### src/verilog/mem_io_pkg.sv
// ------------------------------
// Shared definitions for the memory-mapped word store
// Sizes and address windows as localparams
// APB request and response structs
// Access opcodes, FSM states and pipeline structs
// ------------------------------

package mem_io_pkg;

    // Sizes of the data word and the word address space
    localparam int word_width     = 32;
    localparam int addr_width     = 8;
    localparam int apb_addr_width = addr_width + 2;
    localparam int mem_depth      = 256;

    typedef logic [word_width-1:0] word_t;
    typedef logic [addr_width-1:0] word_addr_t;

    // ------------------------------
    // I/O windows, both kept clear of address zero
    localparam int         io_read_count   = 4;
    localparam word_addr_t io_read_base    = 8'hF0;
    localparam int         io_write_count  = 4;
    localparam word_addr_t io_write_base   = 8'hF8;
    localparam int         io_index_width  = 2;

    typedef word_t [io_read_count-1:0]  io_read_bus_t;
    typedef word_t [io_write_count-1:0] io_write_bus_t;

    // ------------------------------
    // APB signals, split by which side drives them
    typedef struct packed {
        logic                      psel;
        logic                      penable;
        logic                      pwrite;
        logic [apb_addr_width-1:0] paddr;
        word_t                     pwdata;
    } apb_req_t;

    typedef struct packed {
        logic  pready;
        logic  pslverr;
        word_t prdata;
    } apb_rsp_t;

    // ------------------------------
    // op_none must stay at encoding zero, it is the idle value after reset
    typedef enum logic [2:0] {
        op_none,
        op_ram_read,
        op_ram_write,
        op_zero_read,
        op_zero_write,
        op_io_read,
        op_io_write,
        op_bad_access
    } access_op_e;

    typedef enum logic {
        st_idle,
        st_busy
    } decode_state_e;

    typedef enum logic [1:0] {
        src_ram,
        src_io,
        src_zero
    } read_source_e;

    // One classified access, valid for a single cycle
    typedef struct packed {
        access_op_e                op;
        word_addr_t                addr;
        logic [io_index_width-1:0] index;
        word_t                     data;
    } mem_access_t;

    // What the execute stage hands to the response stage
    typedef struct packed {
        logic         done;
        logic         is_read;
        logic         err;
        read_source_e source;
        word_t        ram_data;
        word_t        io_data;
    } exec_result_t;

endpackage
### src/verilog/mem_io_result.sv
// ------------------------------
// Read stage 2 and APB response
// Picks the read word, annuls it where needed
// and registers pready, pslverr and prdata
// ------------------------------

`timescale 1ns/10ps

module mem_io_result (
    input  logic                     clock,
    input  logic                     rst_n,
    input  mem_io_pkg::exec_result_t exec,
    input  logic                     io_ready,
    output mem_io_pkg::apb_rsp_t     apb_rsp
);

    mem_io_pkg::word_t    read_selected;
    mem_io_pkg::word_t    read_annulled;
    mem_io_pkg::apb_rsp_t rsp_q;

    // ------------------------------
    // Read word selection

    always_comb begin
        case (exec.source)
            mem_io_pkg::src_ram: read_selected = exec.ram_data;
            mem_io_pkg::src_io:  read_selected = exec.io_data;
            default:             read_selected = '0;
        endcase
    end

    // Ports that are not ready read as zero
    // Writes also leave prdata at zero
    assign read_annulled = (!exec.is_read ||
                            (exec.source == mem_io_pkg::src_io && !io_ready))
                           ? '0 : read_selected;

    // ------------------------------
    // Response register

    // pready is high for exactly the one cycle after done
    always_ff @(posedge clock or negedge rst_n) begin
        if (!rst_n) begin
            rsp_q <= '0;
        end else begin
            rsp_q.pready  <= exec.done;
            rsp_q.pslverr <= exec.done & exec.err;
            rsp_q.prdata  <= exec.done ? read_annulled : '0;
        end
    end

    assign apb_rsp = rsp_q;

endmodule

### config.mk
export PLATFORM = sky130hd
export DESIGN_NAME = mem_io_result
export DESIGN_NICKNAME = d
export VERILOG_FILES = /design/src/verilog/mem_io_pkg.sv /design/src/verilog/mem_io_result.sv
export SDC_FILE = /design/constraint.sdc
export NUM_CORES = 1
export LEC_CHECK = 0
export ABC_AREA = 1
export BUFFER_PORTS_ARGS = -buffer_cell sky130_fd_sc_hd__clkbuf_2
export CAP_MARGIN = 20
export CORE_UTILIZATION = 45
export CTS_CLUSTER_SIZE = 12
export DETAILED_ROUTE_END_ITERATION = 12
export GPL_ROUTABILITY_DRIVEN = 0
export GPL_TIMING_DRIVEN = 0
export PLACE_DENSITY = 0.85
export SKIP_LAST_GASP = 1
export SLEW_MARGIN = 10
export SYNTH_ARGS = -nofsm -noshare
export SYNTH_HDL_FRONTEND = slang
export SYNTH_SLANG_ARGS = --single-unit
### constraint.sdc
create_clock -name clock -period 1.55 [get_ports clock]
set_clock_uncertainty 0.1 [all_clocks]
set_input_delay 0.31 -clock clock [delete_from_list [all_inputs] [get_ports clock]]
set_output_delay 0.31 -clock clock [all_outputs]
set_load 0.01 [all_outputs]
==> flow_summary.ini <==
[status]
outcome = finished clean

[setup_path]
cp_data_arrival_time_ns = 0.78
critPathLaunch = apb_rsp[27]
critPathTopFamily = flip-flops
critPathMaxFanout = 1
worst_path_largest_cell_delay_ns = 0.38
cp_cell_sequence = clkbuf_2
critPathKind = reg2out
critPathBufInv = 1
max_stage_delay_cell_worst_path = dfrtp_1
timing.critical_path.to_type = output port
setup.worst_path.start_class = flip-flop
crit_path_end = apb_rsp[27]
worst_ep_required_time_ns = 1.14
critical_path_depth = 1

[synthesis]
gate_count_post_synth = 215
syn_nets = 287
synth_area_sq_mm = 0.00172
netlist-cell-type-count = 12
synth-warning-count = 0
synth-seq-area-share = 0.495
ys_seq_elements = 34
syn-mean-instance-area_sq_um = 8.00

[sta]
timing.final.setup_violations = 0
fraction_of_the_cycle_the_final_worst_path_needs = 0.768
final_critical_period_ns = 1.19
slew_at_the_pin_closest_to_its_max_slew_limit_ns = 0.803
rsz0062_at_grt = no
finalHoldWorstSlack_ns = 0.0101
slew_viol_final = 0
max-slew-margin-rel = 0.465
totalNegativeSetupSlack_ns = 0
max_freq_mhz = 840
hold_viol = 0

[power]
internal_power_uw = 1510
combPwrFrac = 0.168
power_density_mw_per_mm2 = 828
seq_power_share = 0.461
power.leakage_uw = 0.00145
netSwitchingPower_uw = 485
ir_worst_vdd_mv = 0.613
sw_frac_of_total = 0.243
power.share.clock = 0.372

[routing]
drt-pass1-iter-count = 4
route.detailed.drc = 0
avgViaCountPerCell = 4.34
total_number_of_vias = 1628
postRouteAntennaNets = 0
initialDrtViolationCount = 71
avgRoutedWirePerCell_microns = 10.1
postRouteWirelength_microns = 3800

[final_layout]
largest_register_ffs = 34
flow.area_growth_from_synthesis_pct = 40.2
multi_input_area_sq_um = 628
regArea_sq_um = 851
fin_nets = 398
most_frequent_cells_in_the_layout = clkbuf_2, nand2_1, dfrtp_1
final_common_cell = clkbuf_2
share_of_post_route_cells_with_drive_strength_above_1 = 0.486
antenna_cells_inserted = 0
final_instance_area_sq_mm = 0.00241
utilization_after_layout = 0.658
layout.filler_cells = 334

[global_routing]
grt-ovfl-total = 0
antenna_found_initial = 0
pin_count_of_the_biggest_net_entering_global_routing = 35
gr-usage-all-layers = 0.210
first_global_vias = 1545
grt_pass1_wl_microns = 6470

[clocking]
quantity_of_hold_fixing_buffers_added_after_cts = 0
h-tree-depth = 2
clock_sinks = 34
clk_pin_slew_ns = 0.06
numCtsBuffers = 5
cts_resized = 0
postCtsSetupBuffers = 0
cts-root-buf = clkbuf_8
clock_path_buffers = 2
clock_tree_from_tritoncts = built

[floorplan]
dieArea_sq_mm = 0.00407
initial_utilization = 0.470
die_w_microns = 63.8
boundaryPins = 106
placeableCoreArea_sq_mm = 0.00366
floorplan.rows = 22
die_h_microns = 63.8

[placement]
hpwl_microns = 3030
post_dp_cell_area_sq_mm = 0.00230
numPortBuffers = 104

[flow_run]
max-cap-violations = 0

[hold_path]
hp-class = in2async
## per-stage QoR
stage / power [uW] / setup slack [ns] / std cells
2_1_floorplan: 1120 / 0.476 / 215
4_1_cts: 2030 / 0.338 / 375
5_1_grt: 2100 / 0.331 / 375
6_report: 1990 / 0.360 / 375
3_3_place_gp: 1270 / 0.348 / 367
3_5_place_dp: 1280 / 0.337 / 367
## synth_stat cells
library cell  number  area (sq um)
nor2_4             1          11.3
buf_6              7          78.8
nor2_1             2          7.51
inv_1             33           124
nand2_2            1          6.26
nor2_2            30           188
buf_2              6          30.0
dfrtp_1           34           851
inv_2              2          7.51
nand3_1           32           160
nand2_1           66           248
nand3b_1           1          7.51
## cell type report
| cell class | count | share of cell area |
|---|---|---|
| Inverter | 35 | 0.0545 |
| Multi-Input combinational cell | 133 | 0.261 |
| Clock buffer | 8 | 0.0457 |
| Buffer | 13 | 0.0452 |
| Timing Repair Buffer | 104 | 0.216 |
| Sequential cell | 34 | 0.353 |
| Tap cell | 48 | 0.0249 |
## worst min-delay path by stage
| stage | start | end | cells past startpoint |
|---|---|---|---|
| 6_report | rst_n | apb_rsp[15] | 1 |
| 5_1_grt | exec[68] | apb_rsp[33] | 1 |
| 4_1_cts | rst_n | apb_rsp[12] | 1 |
| 3_5_place_dp | rst_n | apb_rsp[12] | 1 |
| 3_3_place_gp | rst_n | apb_rsp[12] | 1 |
| 2_1_floorplan | rst_n | apb_rsp[0] | 0 |
## power groups by stage
stage / logic (uW) / registers [uW] / clock network (uW)
2_1_floorplan: 166 / 950 / 0
3_3_place_gp: 333 / 935 / 0
3_5_place_dp: 339 / 936 / 0
4_1_cts: 340 / 920 / 766
5_1_grt: 381 / 920 / 799
6_report: 334 / 919 / 741
## cell families (layout without fill, tap and decap cells)
logic type,count (synthesis),count (layout),synth area share
simple gates,133,133,0.365
buf+inv,48,160,0.140
flops,34,34,0.495
## routing by layer
metal	track usage	wire length, microns	vias up
li1	-	-	854
met1	0.227	1530	710
met2	0.376	1990	58
met3	0.0464	195	6
met4	0.114	80	0
met5	0	0	-
(Power assumes the default switching activity.)
