## config.mk

```make
export PLATFORM = sky130hd
export DESIGN_NAME = mem_io_decode
export DESIGN_NICKNAME = d
export VERILOG_FILES = /design/src/verilog/mem_io_pkg.sv /design/src/verilog/mem_io_decode.sv
export SDC_FILE = /design/constraint.sdc
export NUM_CORES = 1
export LEC_CHECK = 0
export ABC_AREA = 1
export ABC_CLOCK_PERIOD_IN_PS = 2800
export BUFFER_PORTS_ARGS = -buffer_cell sky130_fd_sc_hd__buf_2
export CORE_ASPECT_RATIO = 0.75
export CORE_MARGIN = 4
export CORE_UTILIZATION = 45
export DETAILED_ROUTE_END_ITERATION = 6
export GPL_ROUTABILITY_DRIVEN = 0
export PLACE_DENSITY = 0.89
export SKIP_CTS_REPAIR_TIMING = 1
export SYNTH_ARGS = -nofsm -noshare
export SYNTH_HDL_FRONTEND = slang
export SYNTH_SLANG_ARGS = --single-unit
```

## constraint.sdc

```tcl
create_clock -name clock -period 2.8 [get_ports clock]
set_input_delay 0.28 -clock clock [delete_from_list [all_inputs] [get_ports clock]]
set_output_delay 0.28 -clock clock [all_outputs]
set_load 0.01 [all_outputs]
```

## src/verilog/mem_io_pkg.sv

```systemverilog
// ------------------------------
// Shared definitions for the memory-mapped word store
// Sizes and address windows as localparams
// APB request and response structs
// Access opcodes, FSM states and pipeline structs
// ------------------------------

package mem_io_pkg;

    // Sizes of the data word and the word address space
    localparam int word_width     = 32;
    localparam int addr_width     = 8;
    localparam int apb_addr_width = addr_width + 2;
    localparam int mem_depth      = 256;

    typedef logic [word_width-1:0] word_t;
    typedef logic [addr_width-1:0] word_addr_t;

    // ------------------------------
    // I/O windows, both kept clear of address zero
    localparam int         io_read_count   = 4;
    localparam word_addr_t io_read_base    = 8'hF0;
    localparam int         io_write_count  = 4;
    localparam word_addr_t io_write_base   = 8'hF8;
    localparam int         io_index_width  = 2;

    typedef word_t [io_read_count-1:0]  io_read_bus_t;
    typedef word_t [io_write_count-1:0] io_write_bus_t;

    // ------------------------------
    // APB signals, split by which side drives them
    typedef struct packed {
        logic                      psel;
        logic                      penable;
        logic                      pwrite;
        logic [apb_addr_width-1:0] paddr;
        word_t                     pwdata;
    } apb_req_t;

    typedef struct packed {
        logic  pready;
        logic  pslverr;
        word_t prdata;
    } apb_rsp_t;

    // ------------------------------
    // op_none must stay at encoding zero, it is the idle value after reset
    typedef enum logic [2:0] {
        op_none,
        op_ram_read,
        op_ram_write,
        op_zero_read,
        op_zero_write,
        op_io_read,
        op_io_write,
        op_bad_access
    } access_op_e;

    typedef enum logic {
        st_idle,
        st_busy
    } decode_state_e;

    typedef enum logic [1:0] {
        src_ram,
        src_io,
        src_zero
    } read_source_e;

    // One classified access, valid for a single cycle
    typedef struct packed {
        access_op_e                op;
        word_addr_t                addr;
        logic [io_index_width-1:0] index;
        word_t                     data;
    } mem_access_t;

    // What the execute stage hands to the response stage
    typedef struct packed {
        logic         done;
        logic         is_read;
        logic         err;
        read_source_e source;
        word_t        ram_data;
        word_t        io_data;
    } exec_result_t;

endpackage
```

## src/verilog/mem_io_decode.sv

```systemverilog
// ------------------------------
// APB front end
// Tracks the setup phase and classifies the word address
// into one registered access request
// ------------------------------

`timescale 1ns/10ps

module mem_io_decode (
    input  logic                    clock,
    input  logic                    rst_n,
    input  mem_io_pkg::apb_req_t    apb,
    input  logic                    rsp_done,
    output mem_io_pkg::mem_access_t access
);

    mem_io_pkg::decode_state_e               state;
    mem_io_pkg::word_addr_t                  word_addr;
    mem_io_pkg::word_addr_t                  read_offset;
    mem_io_pkg::word_addr_t                  write_offset;
    logic                                    is_zero;
    logic                                    in_read_window;
    logic                                    in_write_window;
    logic                                    setup;
    mem_io_pkg::access_op_e                  op_next;
    logic [mem_io_pkg::io_index_width-1:0]   index_next;
    mem_io_pkg::access_op_e                  op_q;
    mem_io_pkg::word_addr_t                  addr_q;
    logic [mem_io_pkg::io_index_width-1:0]   index_q;
    mem_io_pkg::word_t                       data_q;

    // ------------------------------
    // Address classification

    // The byte address carries two unused low bits
    assign word_addr    = apb.paddr[mem_io_pkg::apb_addr_width-1:2];
    assign read_offset  = word_addr - mem_io_pkg::io_read_base;
    assign write_offset = word_addr - mem_io_pkg::io_write_base;

    assign is_zero         = (word_addr == '0);
    assign in_read_window  = (word_addr >= mem_io_pkg::io_read_base) &&
                             (word_addr <  mem_io_pkg::io_read_base + mem_io_pkg::io_read_count);
    assign in_write_window = (word_addr >= mem_io_pkg::io_write_base) &&
                             (word_addr <  mem_io_pkg::io_write_base + mem_io_pkg::io_write_count);

    // A setup phase is only taken while no transfer is in flight
    assign setup = (state == mem_io_pkg::st_idle) && apb.psel && !apb.penable;

    always_comb begin
        if (is_zero) begin
            op_next = apb.pwrite ? mem_io_pkg::op_zero_write : mem_io_pkg::op_zero_read;
        end else if (in_read_window) begin
            // Input ports cannot be written
            op_next = apb.pwrite ? mem_io_pkg::op_bad_access : mem_io_pkg::op_io_read;
        end else if (in_write_window) begin
            // Output registers cannot be read back
            op_next = apb.pwrite ? mem_io_pkg::op_io_write : mem_io_pkg::op_bad_access;
        end else begin
            op_next = apb.pwrite ? mem_io_pkg::op_ram_write : mem_io_pkg::op_ram_read;
        end
    end

    // Port index inside whichever window was hit, don't care for RAM accesses
    assign index_next = in_write_window ? write_offset[mem_io_pkg::io_index_width-1:0]
                                        : read_offset[mem_io_pkg::io_index_width-1:0];

    // ------------------------------
    // FSM, the opcode is a one-cycle pulse at the end of setup

    always_ff @(posedge clock or negedge rst_n) begin
        if (!rst_n) begin
            state <= mem_io_pkg::st_idle;
            op_q  <= mem_io_pkg::op_none;
        end else begin
            op_q <= mem_io_pkg::op_none;
            case (state)
                mem_io_pkg::st_idle: begin
                    if (setup) begin
                        state <= mem_io_pkg::st_busy;
                        op_q  <= op_next;
                    end
                end
                default: begin
                    // Completion seen on the bus frees the front end
                    if (rsp_done) begin
                        state <= mem_io_pkg::st_idle;
                    end
                end
            endcase
        end
    end

    // Payload travels beside the opcode
    always_ff @(posedge clock) begin
        if (setup) begin
            addr_q  <= word_addr;
            index_q <= index_next;
            data_q  <= apb.pwdata;
        end
    end

    always_comb begin
        access.op    = op_q;
        access.addr  = addr_q;
        access.index = index_q;
        access.data  = data_q;
    end

endmodule

```

==> reports/results.ini <==
[clock_network]
clock_sinks = 44
root_buffer = clkbuf_8
clkTransAtPathRegs_ns = 0.08
cts_buffer_depth = 2
cts_tree = done
clkLatencyLatePin_ns = 0.28
h-tree-depth = 2
cts_buffers = 5

[floorplan]
fp.dieW_um = 74.8
core_area_mm2 = 0.00306
die-area_mm2 = 0.00435
io_pins = 93
initial_core_util_pct = 49.2
rows = 17
die_h_um = 58.1

[synthesis]
syn-num-nets = 128
netlist_instances = 80
syn_area_per_cell_um2 = 18.8
ys_seq_area_share_pct = 86.3
synth.distinct_cells = 17
yosys.area.top_type = edfxtp_1
synth_top_area_share_pct = 79.7
ys.warnings.count = 0
ys_seq_elements = 44
synth_area_leaders = edfxtp_1 (80%), dfrtp_1 (6.6%), nand2_2 (2.1%), inv_1 (1.7%), nor2_2 (1.7%)
synthesis.area_mm2 = 0.00151

[sta]
timing.final.crit_share_pct = 44.5
max-slew-margin-rel_pct = 80.2
fin_setup_tns_ns = 0
setup_viol = 0
rsz0062_at_grt = false
tightest_slew_ns = 0.297
fin_skew_ns = 0.00563
period_minus_slack_ns = 1.25
slew_violations = 0
fmax_ghz = 0.802
hold_viol_final = 0

[global_routing]
grt_pass1_vias = 991
grt_overflow = 0
antenna_found_initial = 0
grt_pass1_wl_um = 4540
grt_use_total_pct = 14.5
grt_max_degree = 26

[final_layout]
multi_input_area_um2 = 158
drive_gt1_share_pct = 64.2
area_growth_pct = 41.3
nets = 226
fill_cells = 220
ff_latch_area_mm2 = 0.00130
diodes = 0
fin_area_mm2 = 0.00213
instances_no_fill = 217

[power_and_ir_drop]
ir_drop_mv = 0.348
p_clk_share_pct = 35.1
p_sw_share_pct = 20.3
intPower_mw = 1.07
pwr_density_cell_mw_per_mm2 = 630
static-leakage-power_nw = 0.940
seq_power_share_pct = 56.6
netSwitchingPower_mw = 0.272
pwr-share-comb_pct = 8.2

[route]
avgViaCountPerCell = 4.47
drc = 0
avgRoutedWirePerCell_um = 14.1
firstDrtPassIters = 4
ant_nets = 0
num_vias = 971
wl_um = 3050
drt_iter0_markers = 40

[worst_setup_path]
reg2reg_depth = 2
cp.required_ns = 2.76
r2r_end = data_q[6]
r2r-start = state
crit_type = reg -> reg
timing.reg2reg.setup_slack_ns = 1.55
cp.arrival_ns = 1.21
cp-start-kind = flip-flop
crit_fanout = 25
end_kind = flip-flop

[worst_hold_path]
hold_end = data_q[19]
hold_start = apb[19]
hold_depth = 1
worstHoldPathType = in -> reg

[place]
placed_cells = 208
postPlaceCellArea_mm2 = 0.00201
hpwlAfterDp_um = 2530
io_buffers = 90

[job]
maxCapViolations = 0

[status]
status = finished clean

cell usage in the layout, fill, tap and decap left out, drive strengths merged:
cell type,instances
a21oi,2
and2,1
buf,92
bufinv,1
clkbuf,5
clkinvlp,1
dfrtp,4
dlygate4sd3,1
edfxtp,40
inv,10
nand2,9
nand3,3
nor2,7
nor3,1
o21ai,2
logic make-up after synthesis:
| logic type | share of synthesized area, % |
|---|---|
| and+or+nand+nor | 9.13 |
| buffers and inverters | 3.24 |
| DFF | 86.3 |
| AOI/OAI and AO/OA | 1.33 |
registers in the layout, indices dropped and copies added (netlist names):
register  flops
op_q          3
state         1
data_q       32
addr_q        8
per-stage QoR:
| step | utilization (%) | setup WS [ns] | total power, mW | hold slack (ns) |
|---|---|---|---|---|
| after detailed placement | 65.5 | 1.55 | 0.887 | 0.0912 |
| after CTS | 69.2 | 1.54 | 1.36 | -0.224 |
| after global placement | 65.5 | 1.57 | 0.880 | 0.0840 |
| final | 69.6 | 1.55 | 1.34 | 0.163 |
| after floorplan | - | 0.893 | 0.818 | -0.0156 |
| after global routing | 69.6 | 1.49 | 1.41 | 0.137 |
metal layers:
| layer | global-route usage (%) | vias to the layer above | part of all wire [%] |
|---|---|---|---|
| li1 | - | 474 | - |
| met3 | 9.19 | 0 | 18 |
| met5 | 0 | - | 0 |
| met2 | 22.2 | 64 | 44 |
| met1 | 17.0 | 433 | 38 |
| met4 | 3.81 | 0 | 0 |
synth_stat cells:
library cell   n
a21oi_1        2
nor2_2         4
o21ai_1        1
dfrtp_1        4
o21ai_0        1
nor2_1         2
nor2_4         1
nand2_2        5
nand2_1        4
edfxtp_1      40
and2_1         1
inv_1          7
nor3_4         1
nand3_1        1
inv_2          2
nand3_2        2
buf_4          2
power by group through the flow:
stage	logic, mW	registers [mW]	clock network (mW)
floorplan	0.0277	0.790	0
global placement	0.107	0.773	0
detailed placement	0.112	0.775	0
CTS	0.112	0.760	0.485
global route	0.122	0.763	0.529
finish	0.110	0.760	0.471
worst max path at each step:
stage	cells past startpoint	slack [ns]	startpoint	end
after floorplan	3	0.89	state	op_q[0]
after global placement	2	1.57	state	data_q[2]
after global routing	2	1.49	state	data_q[5]
final	2	1.55	state	data_q[6]
after CTS	2	1.54	state	data_q[6]
after detailed placement	2	1.55	state	data_q[31]
critical path, stage by stage, from the launching register on:
cell	delay [ns]
dfrtp_1	0.41
nor3_4	0.19
buf_4	0.32
final cells by class:
class,instances,area share [%]
flip-flops and latches,44,61.1
multi-input cells,25,7.40
clock inverters,3,2.17
clock buffers,5,3.23
well taps,38,2.23
inverters,9,1.59
repair buffers,93,22.3
(Power assumes the default switching activity.)
